--- config.mk ---
export PLATFORM = sky130hd
export DESIGN_NAME = sys_user_stream
export DESIGN_NICKNAME = d
export VERILOG_FILES = /design/src/logic/stream_pkg.sv /design/src/logic/tag_buffer.sv /design/src/logic/read_req_ctrl.sv /design/src/logic/stream_reorder.sv /design/src/logic/sys_user_stream.sv
export VERILOG_INCLUDE_DIRS = /design/src /design/src/logic
export SDC_FILE = /design/constraint.sdc
export NUM_CORES = 2
export LEC_CHECK = 0
export BUFFER_PORTS_ARGS = -buffer_cell sky130_fd_sc_hd__buf_2
export CAP_MARGIN = 10
export CORE_MARGIN = 2
export CORE_UTILIZATION = 60
export CTS_CLUSTER_SIZE = 24
export DETAILED_ROUTE_END_ITERATION = 10
export PLACE_DENSITY = 0.77
export SYNTH_ARGS = -nofsm -noshare
export SYNTH_HDL_FRONTEND = slang
export SYNTH_SLANG_ARGS = --single-unit
--- constraint.sdc ---
create_clock -name clk_i -period 15.5 [get_ports clk_i]
set_input_delay 1.55 -clock clk_i [delete_from_list [all_inputs] [get_ports clk_i]]
set_output_delay 1.55 -clock clk_i [all_outputs]
set_load 0.01 [all_outputs]
--- src/logic/stream_cfg.svh ---
`ifndef STREAM_CFG_SVH
`define STREAM_CFG_SVH

// ------------------------------
// datapath widths
// ------------------------------
`define STREAM_DATA_W      64     // one completion / stream beat
`define STREAM_ADDR_W      32     // host address and byte length
`define STREAM_BEAT_BYTES  8      // bytes carried by one beat

// ------------------------------
// request chunking
// ------------------------------
`define STREAM_CHUNK_BEATS 16     // beats per read request at most
`define STREAM_CHUNK_BYTES 128    // bytes per read request at most

// ------------------------------
// completion tags
// ------------------------------
`define STREAM_TAG_W       8
`define STREAM_TAG_A       8'd0   // tag of the first buffer
`define STREAM_TAG_B       8'd1   // tag of the second buffer

`endif

--- src/logic/stream_pkg.sv ---
`include "stream_cfg.svh"

package stream_pkg;

  // ------------------------------
  // bus structures
  // ------------------------------
  typedef struct packed {
    logic [`STREAM_ADDR_W-1:0] src_addr;   // host buffer start
    logic [`STREAM_ADDR_W-1:0] len_bytes;  // transfer size in bytes
  } dma_cfg_t;

  typedef struct packed {
    logic [`STREAM_ADDR_W-1:0] addr;       // host address of this chunk
    logic [`STREAM_ADDR_W-1:0] len_bytes;  // chunk size in bytes
    logic [`STREAM_TAG_W-1:0]  tag;        // selects the landing buffer
  } rd_req_t;

  typedef struct packed {
    logic [`STREAM_TAG_W-1:0]  tag;
    logic [`STREAM_DATA_W-1:0] data;
  } cpl_t;

  // beat count that can hold a full chunk
  typedef logic [$clog2(`STREAM_CHUNK_BEATS):0] beat_cnt_t;

  // ------------------------------
  // enums
  // ------------------------------
  typedef enum logic {
    BUF_A = 1'b0,
    BUF_B = 1'b1
  } buf_sel_e;

  typedef enum logic [2:0] {
    IDLE      = 3'd0,  // waiting for enable
    REQ_BUF   = 3'd1,  // waiting for the turn buffer to free up
    WAIT_ACK  = 3'd2,  // request held until acknowledged
    WAIT_DONE = 3'd3,  // all requested, counting beats in
    DRAIN     = 3'd4   // acknowledged, waiting for empty buffers
  } req_state_e;

endpackage

--- src/logic/tag_buffer.sv ---
`timescale 1ns/100ps
`include "stream_cfg.svh"

module tag_buffer #(
  parameter int DEPTH = `STREAM_CHUNK_BEATS
) (
  input  logic                      clk_i,
  input  logic                      rst_n,
  input  logic                      wr_i,
  input  logic [`STREAM_DATA_W-1:0] wr_data_i,
  input  logic                      rd_i,
  output logic [`STREAM_DATA_W-1:0] rd_data_o,
  output logic                      empty_o,
  input  logic                      start_i,
  input  stream_pkg::beat_cnt_t     expect_i,
  output logic                      rcv_done_o
);

  localparam int PTR_W = $clog2(DEPTH);

  logic [`STREAM_DATA_W-1:0] mem [DEPTH];
  logic [PTR_W-1:0]          wr_ptr_q;
  logic [PTR_W-1:0]          rd_ptr_q;
  logic [PTR_W:0]            count_q;
  stream_pkg::beat_cnt_t     rcv_cnt_q;
  stream_pkg::beat_cnt_t     expect_q;
  logic                      push;
  logic                      pop;

  // pointer wrap also covers depths that are not a power of two
  function automatic logic [PTR_W-1:0] ptr_inc(input logic [PTR_W-1:0] ptr);
    if (ptr == PTR_W'(DEPTH - 1))
      return '0;
    return ptr + 1'b1;
  endfunction

  // ------------------------------
  // storage
  // ------------------------------
  assign push      = wr_i && (count_q != (PTR_W + 1)'(DEPTH));
  assign pop       = rd_i && !empty_o;
  assign empty_o   = (count_q == '0);
  assign rd_data_o = mem[rd_ptr_q];  // head word shown ahead of the pop

  always_ff @(posedge clk_i)
  begin
    if (push)
      mem[wr_ptr_q] <= wr_data_i;
  end

  always_ff @(posedge clk_i)
  begin
    if (!rst_n)
    begin
      wr_ptr_q <= '0;
      rd_ptr_q <= '0;
      count_q  <= '0;
    end
    else
    begin
      if (push)
        wr_ptr_q <= ptr_inc(wr_ptr_q);
      if (pop)
        rd_ptr_q <= ptr_inc(rd_ptr_q);
      if (push && !pop)
        count_q <= count_q + 1'b1;
      else if (pop && !push)
        count_q <= count_q - 1'b1;
    end
  end

  // ------------------------------
  // received beats of the open request
  // ------------------------------
  always_ff @(posedge clk_i)
  begin
    if (!rst_n)
    begin
      rcv_cnt_q <= '0;
      expect_q  <= '0;
    end
    else if (start_i)
    begin
      rcv_cnt_q <= '0;        // new request on this tag
      expect_q  <= expect_i;
    end
    else if (wr_i)
      rcv_cnt_q <= rcv_cnt_q + 1'b1;
  end

  assign rcv_done_o = (rcv_cnt_q >= expect_q);

endmodule

--- src/logic/read_req_ctrl.sv ---
`timescale 1ns/100ps
`include "stream_cfg.svh"

module read_req_ctrl (
  input  logic                      clk_i,
  input  logic                      rst_n,
  input  stream_pkg::dma_cfg_t      cfg_i,
  input  logic                      en_i,
  input  logic                      done_ack_i,
  output logic                      done_o,
  output stream_pkg::rd_req_t       req_o,
  output logic                      req_valid_o,
  input  logic                      req_ack_i,
  input  logic [`STREAM_ADDR_W-1:0] rcvd_beats_i,
  input  logic [1:0]                buf_ready_i,
  output logic [1:0]                start_o,
  output stream_pkg::beat_cnt_t     expect_o,
  output logic                      clr_o,
  input  logic                      all_empty_i
);

  localparam int BEAT_SH = $clog2(`STREAM_BEAT_BYTES);
  localparam logic [`STREAM_ADDR_W-1:0] CHUNK_BYTES = `STREAM_CHUNK_BYTES;

  stream_pkg::req_state_e    state_q;
  stream_pkg::buf_sel_e      turn_q;
  stream_pkg::rd_req_t       req_q;
  logic                      req_valid_q;
  logic                      done_q;
  logic [`STREAM_ADDR_W-1:0] next_addr_q;
  logic [`STREAM_ADDR_W-1:0] rem_q;
  logic [`STREAM_ADDR_W-1:0] total_q;
  logic [`STREAM_ADDR_W-1:0] src_addr;
  logic [`STREAM_ADDR_W-1:0] src_rem;
  logic [`STREAM_ADDR_W-1:0] chunk_len;
  logic                      start_xfer;
  logic                      issue;

  // ------------------------------
  // next chunk
  // ------------------------------
  assign start_xfer = (state_q == stream_pkg::IDLE) && en_i;
  assign clr_o      = start_xfer;  // fresh counters for the new transfer

  always_comb
  begin
    if (state_q == stream_pkg::IDLE)
    begin
      src_addr = cfg_i.src_addr;                        // first chunk straight from cfg
      src_rem  = (cfg_i.len_bytes >> BEAT_SH) << BEAT_SH;  // partial beat dropped
    end
    else
    begin
      src_addr = next_addr_q;
      src_rem  = rem_q;
    end
    chunk_len = (src_rem > CHUNK_BYTES) ? CHUNK_BYTES : src_rem;
  end

  // a buffer is reused only once its last chunk is fully in and drained
  assign issue = (start_xfer || (state_q == stream_pkg::REQ_BUF))
              && (src_rem != '0) && buf_ready_i[turn_q];

  always_comb
  begin
    start_o         = '0;
    start_o[turn_q] = issue;
  end

  assign expect_o = stream_pkg::beat_cnt_t'(chunk_len >> BEAT_SH);

  // ------------------------------
  // request payload
  // ------------------------------
  always_ff @(posedge clk_i)
  begin
    if (start_xfer)
      total_q <= cfg_i.len_bytes >> BEAT_SH;  // beats expected overall
    if (issue)
    begin
      req_q.addr      <= src_addr;
      req_q.len_bytes <= chunk_len;
      req_q.tag       <= (turn_q == stream_pkg::BUF_A) ? `STREAM_TAG_A : `STREAM_TAG_B;
      next_addr_q     <= src_addr + CHUNK_BYTES;
      rem_q           <= src_rem - chunk_len;
    end
    else if (start_xfer)
    begin
      next_addr_q <= src_addr;  // buffer A busy so retry from REQ_BUF
      rem_q       <= src_rem;
    end
  end

  // ------------------------------
  // control FSM
  // ------------------------------
  always_ff @(posedge clk_i)
  begin
    if (!rst_n)
    begin
      state_q     <= stream_pkg::IDLE;
      turn_q      <= stream_pkg::BUF_A;
      req_valid_q <= 1'b0;
      done_q      <= 1'b0;
    end
    else
    begin
      case (state_q)
        stream_pkg::IDLE:
        begin
          if (en_i)
          begin
            if (issue)
            begin
              req_valid_q <= 1'b1;
              state_q     <= stream_pkg::WAIT_ACK;
            end
            else if (src_rem == '0)
              state_q <= stream_pkg::WAIT_DONE;  // nothing to fetch
            else
              state_q <= stream_pkg::REQ_BUF;
          end
        end
        stream_pkg::REQ_BUF:
        begin
          if (issue)
          begin
            req_valid_q <= 1'b1;
            state_q     <= stream_pkg::WAIT_ACK;
          end
        end
        stream_pkg::WAIT_ACK:
        begin
          if (req_ack_i)
          begin
            req_valid_q <= 1'b0;
            if (rem_q == '0)
              state_q <= stream_pkg::WAIT_DONE;
            else
            begin
              turn_q  <= (turn_q == stream_pkg::BUF_A) ? stream_pkg::BUF_B : stream_pkg::BUF_A;
              state_q <= stream_pkg::REQ_BUF;
            end
          end
        end
        stream_pkg::WAIT_DONE:
        begin
          if (done_q && !en_i && done_ack_i)
          begin
            done_q  <= 1'b0;
            state_q <= stream_pkg::DRAIN;
          end
          else if (rcvd_beats_i >= total_q)
            done_q <= 1'b1;
        end
        stream_pkg::DRAIN:
        begin
          if (all_empty_i)
          begin
            turn_q  <= stream_pkg::BUF_A;  // next transfer starts on A
            state_q <= stream_pkg::IDLE;
          end
        end
        default:
          state_q <= stream_pkg::IDLE;
      endcase
    end
  end

  assign req_o       = req_q;
  assign req_valid_o = req_valid_q;
  assign done_o      = done_q;

endmodule

--- src/logic/stream_reorder.sv ---
`timescale 1ns/100ps
`include "stream_cfg.svh"

module stream_reorder (
  input  logic                      clk_i,
  input  logic                      rst_n,
  input  logic                      clr_i,
  input  logic [`STREAM_DATA_W-1:0] data_a_i,
  input  logic [`STREAM_DATA_W-1:0] data_b_i,
  input  logic [1:0]                empty_i,
  input  logic                      ready_i,
  output logic [`STREAM_DATA_W-1:0] data_o,
  output logic                      valid_o,
  output logic [1:0]                rd_o
);

  localparam int CNT_W = $clog2(`STREAM_CHUNK_BEATS);
  localparam logic [CNT_W-1:0] LAST_BEAT = CNT_W'(`STREAM_CHUNK_BEATS - 1);

  stream_pkg::buf_sel_e cur_q;
  logic [CNT_W-1:0]     cnt_q;
  logic                 xfer;

  // ------------------------------
  // output mux
  // ------------------------------
  always_comb
  begin
    data_o     = (cur_q == stream_pkg::BUF_A) ? data_a_i : data_b_i;
    valid_o    = !empty_i[cur_q];
    rd_o       = '0;
    rd_o[cur_q] = ready_i && valid_o;  // pop only the buffer in turn
  end

  assign xfer = valid_o && ready_i;

  // ------------------------------
  // chunk walk
  // ------------------------------
  always_ff @(posedge clk_i)
  begin
    if (!rst_n || clr_i)
    begin
      cur_q <= stream_pkg::BUF_A;
      cnt_q <= '0;
    end
    else if (xfer)
    begin
      if (cnt_q == LAST_BEAT)
      begin
        cnt_q <= '0;  // chunk done so hand over to the other buffer
        cur_q <= (cur_q == stream_pkg::BUF_A) ? stream_pkg::BUF_B : stream_pkg::BUF_A;
      end
      else
        cnt_q <= cnt_q + 1'b1;
    end
  end

endmodule

--- src/logic/sys_user_stream.sv ---
`timescale 1ns/100ps
`include "stream_cfg.svh"

module sys_user_stream (
  input  logic                      clk_i,
  input  logic                      rst_n,
  input  stream_pkg::dma_cfg_t      cfg_i,
  input  logic                      en_i,
  input  logic                      done_ack_i,
  output logic                      done_o,
  output stream_pkg::rd_req_t       req_o,
  output logic                      req_valid_o,
  input  logic                      req_ack_i,
  input  stream_pkg::cpl_t          cpl_i,
  input  logic                      cpl_valid_i,
  output logic [`STREAM_DATA_W-1:0] data_o,
  output logic                      valid_o,
  input  logic                      ready_i
);

  logic                      wr_a_q;
  logic                      wr_b_q;
  logic [`STREAM_DATA_W-1:0] cpl_data_q;
  logic [`STREAM_ADDR_W-1:0] rcvd_q;
  logic [`STREAM_DATA_W-1:0] data_a;
  logic [`STREAM_DATA_W-1:0] data_b;
  logic [1:0]                empty;
  logic [1:0]                rcv_done;
  logic [1:0]                start;
  logic [1:0]                rd;
  stream_pkg::beat_cnt_t     expect_cnt;
  logic                      clr;

  // ------------------------------
  // completion capture
  // ------------------------------
  always_ff @(posedge clk_i)
  begin
    if (!rst_n)
    begin
      wr_a_q <= 1'b0;
      wr_b_q <= 1'b0;
    end
    else
    begin
      wr_a_q <= cpl_valid_i && (cpl_i.tag == `STREAM_TAG_A);  // other tags fall through
      wr_b_q <= cpl_valid_i && (cpl_i.tag == `STREAM_TAG_B);
    end
  end

  always_ff @(posedge clk_i)
  begin
    cpl_data_q <= cpl_i.data;
  end

  always_ff @(posedge clk_i)
  begin
    if (!rst_n || clr)
      rcvd_q <= '0;
    else if (wr_a_q || wr_b_q)
      rcvd_q <= rcvd_q + 1'b1;  // beats in over the whole transfer
  end

  // ------------------------------
  // instances
  // ------------------------------
  read_req_ctrl i_ctrl (
    .clk_i, .rst_n, .cfg_i, .en_i, .done_ack_i, .done_o,
    .req_o, .req_valid_o, .req_ack_i,
    .rcvd_beats_i (rcvd_q),
    .buf_ready_i  (rcv_done & empty),
    .start_o      (start),
    .expect_o     (expect_cnt),
    .clr_o        (clr),
    .all_empty_i  (&empty)
  );

  tag_buffer i_buf_a (
    .clk_i, .rst_n,
    .wr_i (wr_a_q), .wr_data_i (cpl_data_q),
    .rd_i (rd[stream_pkg::BUF_A]), .rd_data_o (data_a), .empty_o (empty[stream_pkg::BUF_A]),
    .start_i (start[stream_pkg::BUF_A]), .expect_i (expect_cnt),
    .rcv_done_o (rcv_done[stream_pkg::BUF_A])
  );

  tag_buffer i_buf_b (
    .clk_i, .rst_n,
    .wr_i (wr_b_q), .wr_data_i (cpl_data_q),
    .rd_i (rd[stream_pkg::BUF_B]), .rd_data_o (data_b), .empty_o (empty[stream_pkg::BUF_B]),
    .start_i (start[stream_pkg::BUF_B]), .expect_i (expect_cnt),
    .rcv_done_o (rcv_done[stream_pkg::BUF_B])
  );

  stream_reorder i_reorder (
    .clk_i, .rst_n,
    .clr_i (clr), .data_a_i (data_a), .data_b_i (data_b), .empty_i (empty),
    .ready_i, .data_o, .valid_o, .rd_o (rd)
  );

endmodule

After elaboration in Yosys (flattened, before gate mapping)
Memories as Yosys holds them, arrays and structs flattened. A register that Yosys moved wholly into a read port is not among the register bits.
Index checks and enable logic that the tools add are counted.
{ "totals": {"register_bits": 320, "mem_bits_rw": 2048, "input_bits": 143, "output_inout_bits": 139, "word_cells": 194, "memories": 2} }
{ "classes": {"addsub": 14, "n_lt_le_gt_ge": 8, "n_eq_ne": 18, "mux": 71, "bitwise_logic": 4, "reduce_logical": 51} }
{ "memory_table": {"columns": ["name", "words", "width", "read_ports", "rd_clocked_by_memory_dff", "write_ports", "line", "rtl"], "rows": [
  ["i_buf_a.mem", 16, 64, 1, 1, 1, "tag_buffer.sv:21", "logic [`STREAM_DATA_W-1:0] mem [DEPTH];"],
  ["i_buf_b.mem", 16, 64, 1, 1, 1, "tag_buffer.sv:21", null]
]} }
{ "op_table": {"columns": ["op", "count"], "rows": [
  ["two-way mux 32 bit", 7],
  ["zero test 32 bit", 2],
  ["two-way mux 64 bit", 1],
  ["two-way mux 4 bit", 13],
  ["two-way mux 1 bit", 33],
  ["adder 32 x 1 -> 32 bit, second input constant", 1],
  ["adder 32 x 8 -> 32 bit, second input constant", 1],
  ["greater-or-equal comparator 32 x 29 -> 1 bit", 1],
  ["greater-than comparator 32 x 8 -> 1 bit, second input constant", 1],
  ["nonzero test 32 bit", 1],
  ["subtractor 32 bit", 1],
  ["adder 4 x 1 -> 4 bit, second input constant", 5],
  ["adder 5 x 1 -> 5 bit, second input constant", 4],
  ["equality test 4 bit, second input constant", 5],
  ["two-way mux 5 bit", 4],
  ["logical AND 1 bit", 18],
  ["two-way mux 3 bit", 6],
  ["case mux 3 bit (5 select lines)", 1],
  ["greater-or-equal comparator 5 bit", 2],
  ["zero test 5 bit", 2],
  ["!= test 5 bit, second input constant", 2],
  ["nonzero test 2 bit", 5],
  ["subtractor 5 x 1 -> 5 bit, second input constant", 2],
  ["zero test 1 bit", 9],
  ["other kinds (23)", 39]
]} }

Longest topological paths before layout
{ "logic_depth": {"depth_word": 12, "depth_mapped": 15, "ltp_nobuf": 12} }

Modules after synthesis
From an unflattened synthesis, not the netlist that was laid out.
{ "unflattened": {"cells_unflattened": 4557, "hier_area_um2": 91559.1} }
{ "modules_own_cells": {"columns": ["mod", "n_inst", "cells_per_inst", "area_per_inst_um2", "seq_area_each_um2"], "rows": [
  ["tag_buffer (i_buf_b)", 1, 1730, 39580.5, 31290.0],
  ["tag_buffer (i_buf_a)", 1, 1729, 39578.0, 31290.0],
  ["read_req_ctrl", 1, 737, 8451.9, 4864.7],
  ["sys_user_stream", 1, 258, 2902.8, 1961.9],
  ["stream_reorder", 1, 103, 1046.0, 100.1]
]} }

Least setup slack after synthesis
OpenSTA, ideal clock, no wires.
{ "synth_timing": {"path_kind": "register -> register", "startpoint": "reg wr_a_q", "endpoint": "mem i_buf_a.mem[3][0] in the netlist's numbering (enable)", "setup_time_ps": 564, "t_arrival_ps": 5550, "t_required_ps": 14936, "path_slack_ps": 9386, "stages_incl_launch_ff": 5, "n_path_buf": 1, "period_less_slack_ps": 6114, "path_cell_list": "dfxtp_1 buf_2 a21boi_1 nand2_1 nor3_1"} }
{ "synth_via": {"elab_chain_cells": 3} }
{ "synth_lines": {"columns": ["item", "line", "rtl"], "rows": [
  ["start: declaration", "sys_user_stream.sv:21", "logic wr_a_q;"],
  ["start signal: assignment", "sys_user_stream.sv:46", "wr_a_q <= cpl_valid_i && (cpl_i.tag == `STREAM_TAG_A);"],
  ["logical AND 1 bit", "tag_buffer.sv:40", "assign push = wr_i && (count_q != (PTR_W + 1)'(DEPTH));"],
  ["net i_buf_a.push", "tag_buffer.sv:27", "logic push;"],
  ["two-way mux 1 bit", "tag_buffer.sv:47", "if (push)"],
  ["two-way mux 1 bit (implied by the code)", "tag_buffer.sv:48", "mem[wr_ptr_q] <= wr_data_i;"],
  ["end: declaration", "tag_buffer.sv:21", null]
]} }
The timed path passes the listed nets, and every way through them passes these cells.

==> results.py <==
metrics = {
    "status": {
        "outcome": "finished, final reports clean",
    },
    "setup_path": {
        "cp-end-kind": "output port",
        "path_max_fanout": 46,
        "ff2ff_setup_slack_ns": 10.37,
        "r2r_start": "i_ctrl.state_q[2]",
        "startpoint_type": "flip-flop",
        "arrival_ns": 5.39,
        "cp.required_ns": 13.95,
        "setup.worst_path.class": "flip-flop to output port",
        "reg2reg_to": "i_ctrl.rem_q[14]",
        "worst_r2r_path_depth": 14,
    },
    "cells_and_area": {
        "layout.nets": 4860,
        "regArea_sq_mm": 0.0695,
        "syn_to_final_growth_pct": 13.1,
        "stdcell_area_sq_mm": 0.103,
        "final_cells": 6885,
        "final_layout_size_suffix_gt1_share_pct": 30.8,
        "fillers": 9029,
        "multi_input_area_sq_mm": 0.0212,
    },
    "yosys": {
        "synth_cells": 4232,
        "synth_area_leaders": "edfxtp_1 (72%), mux4_2 (16%), dfxtp_1 (3.6%)",
        "ys_types": 72,
        "syn_area_per_cell_sq_um": 21.6,
        "synth_edf_count": 2206,
        "synthArstFlopShare_pct": 0,
        "ys_warn_count": 0,
        "ys.flop_type": "edfxtp_1",
        "synth-seq-cells": 2369,
        "yosysMostFrequentCell": "edfxtp_1",
        "netlist_area_sq_mm": 0.0914,
        "synthTopCellsByCount": "edfxtp_1 (2206), mux4_2 (640), nand2_1 (165)",
        "synth.yosys.seq_area_share_pct": 76.0,
        "synth.top_cell.area_share_pct": 72.5,
        "synth_top_area_cell": "edfxtp_1",
    },
    "flow_run": {
        "cap_violations": 0,
    },
    "timing": {
        "slew_violations": 0,
        "fmax_ghz": 0.144,
        "slew_headroom_pct": 23.7,
        "worst_slew_pin_slew_ns": 1.14,
        "fin_setup_tns_ns": 0,
        "finClkSkew_ns": 0.0586,
        "whs_ns": 0.467,
        "finalHoldViolations": 0,
        "fin_crit_ns": 6.94,
        "setup_viol": 0,
        "rsz0062_at_grt": "false",
        "min_period_over_period_pct": 44.8,
    },
    "floorplan": {
        "die_w_microns": 394,
        "start_util_pct": 60.3,
        "num_io_pins": 282,
        "die_h_microns": 394,
        "core_area_sq_mm": 0.152,
        "rows": 143,
        "dieArea_sq_mm": 0.156,
    },
    "min_path": {
        "hold_depth": 2,
        "hp-class": "flip-flop to flip-flop",
        "holdPathEnd": "i_buf_b.expect_q[3]",
        "hp-start": "i_buf_b.expect_q[3]",
    },
    "routing": {
        "drt_iter0_drc": 5580,
        "dr.pass1.iters": 8,
        "vias": 45495,
        "wire_per_inst_microns": 32.3,
        "antenna_left": 0,
        "vias_per_cell": 6.61,
        "remaining_drc_errors": 0,
        "wirelength_microns": 223000,
    },
    "clock_tree": {
        "postCtsSetupBuffers": 0,
        "numCtsBuffers": 225,
        "clock-sinks": 2369,
        "cts_resized": 0,
        "clkTransAtPathRegs_ns": 0.06,
        "clk_path_buf_depth": 3,
        "cts_tree": "done",
        "clkLatencyLatePin_ns": 0.87,
        "cts_root_buffer": "clkbuf_16",
        "htreeDepth": 4,
        "hold_buffers": 0,
    },
    "placement": {
        "dp_hpwl_microns": 109000,
        "gp_congestion": 0.826,
        "placedCellCount": 6454,
        "placed_area_sq_mm": 0.0956,
        "numPortBuffers": 271,
    },
    "global_routing": {
        "antenna_found_initial": 9,
        "grt_max_degree": 141,
        "grt_pass1_wl_microns": 322000,
        "grt-ovfl-total": 0,
        "track_usage_pct": 28.9,
        "first_global_vias": 46643,
    },
    "power_and_ir_drop": {
        "swShare_pct": 23.8,
        "vdd_ir_drop_max_uv": 163,
        "power_frac_comb_pct": 11.1,
        "switchingPower_uw": 3540,
        "p_leak_uw": 0.0328,
        "power_density_mw_per_mm2": 144,
        "internal_power_uw": 11300,
        "pwr-share-seq_pct": 50.4,
        "clkPwrFrac_pct": 38.5,
    },
}
per-layer routing:
metal  wire length (microns)  vias up  GRT usage [%]
met5                      13        -              0
met1                   80400    23766           39.5
met3                   22900      498           5.72
met2                  111000     2912           47.1
met4                    7910        2           10.3
li1                        -    18317              -
critical path: stages, from the launching register on:
cell and delay [ns]:
dfxtp_4 0.89, buf_4 0.87, buf_4 0.90, mux4_2 0.62, mux4_2 0.50, mux2_2 0.39
buf_2 0.18
per-stage QoR:
stage | power, uW | utilization [%] | setup slack [ns]
CTS | 15000 | 68.2 | 8.35
finish | 14900 | 68.2 | 8.56
global placement | 9230 | 63.1 | 9.33
global route | 15300 | 68.2 | 8.15
detailed placement | 9270 | 63.1 | 9.32
floorplan | 8770 | - | 9.39
flip-flops by register name (all words and copies together), names as in the netlist, 29 cells and up, named ones only:
signal / cells
i_buf_a.mem: 1024
i_ctrl.total_q: 29
i_ctrl.rem_q: 32
i_ctrl.req_o: 65
rcvd_q: 32
i_ctrl.next_addr_q: 32
cpl_data_q: 64
i_buf_b.mem: 1024
area by class of cell:
cell class	count	share of cell area [%]
diodes	2	0.00484
clock buffers	272	5.81
clock inverters	156	1.71
inverters	71	0.259
multi-input cells	1623	20.5
flip-flops and latches	2369	67.3
well taps	2030	2.46
repair buffers	362	2.02
power groups by stage:
stage | combinational [uW] | sequential [uW] | clock (uW)
detailed placement | 1640 | 7640 | 0
finish | 1650 | 7500 | 5720
global placement | 1610 | 7620 | 0
CTS | 1670 | 7500 | 5780
global route | 1780 | 7530 | 6030
floorplan | 1190 | 7590 | 0
cell usage in the layout, fill, tap and decap left out, types with 10 or more instances in the layout:
master,instances
edfxtp_1,2206
mux4_2,640
buf_2,271
clkbuf_16,228
nand2_1,164
dfxtp_1,154
nor2_1,111
buf_4,88
inv_1,69
mux2_2,67
xnor2_1,67
ha_1,63
clkinv_2,52
a21oi_1,44
o21ai_0,43
mux2i_1,40
nor3_1,37
clkinv_1,33
conb_1,32
xor2_1,31
bufinv_16,31
clkbuf_1,30
nand4_1,29
nand3_1,28
nor2_4,25
a21o_1,20
clkinvlp_4,18
and2_1,16
or3_1,15
nor2b_1,14
a21boi_0,14
clkbuf_8,14
nor4_1,12
nor3_2,12
nand2b_1,10
how the worst max path moves through the flow:
stage / slack [ns] / end / from
finish: 8.56 / data_o[1] / flip-flop
global route: 8.15 / data_o[8] / flip-flop
CTS: 8.35 / data_o[8] / flip-flop
detailed placement: 9.32 / data_o[8] / flip-flop
global placement: 9.33 / data_o[8] / flip-flop
floorplan: 9.39 / i_buf_a.mem[3][0] / wr_a_q
cells by family after synthesis:
kind of cell	count (synthesis)	synth area share, %
flip-flops	2369	76.0
AND/OR/NAND/NOR	512	2.69
AO/OA/AOI/OAI	169	1.22
XOR/XNOR	98	0.939
adder cells (fa/ha/maj)	65	0.906
buffers and inverters	270	1.19
multiplexers	747	17.0
other	2	0.00821
Note: power is estimated with default switching activity, not from simulation.
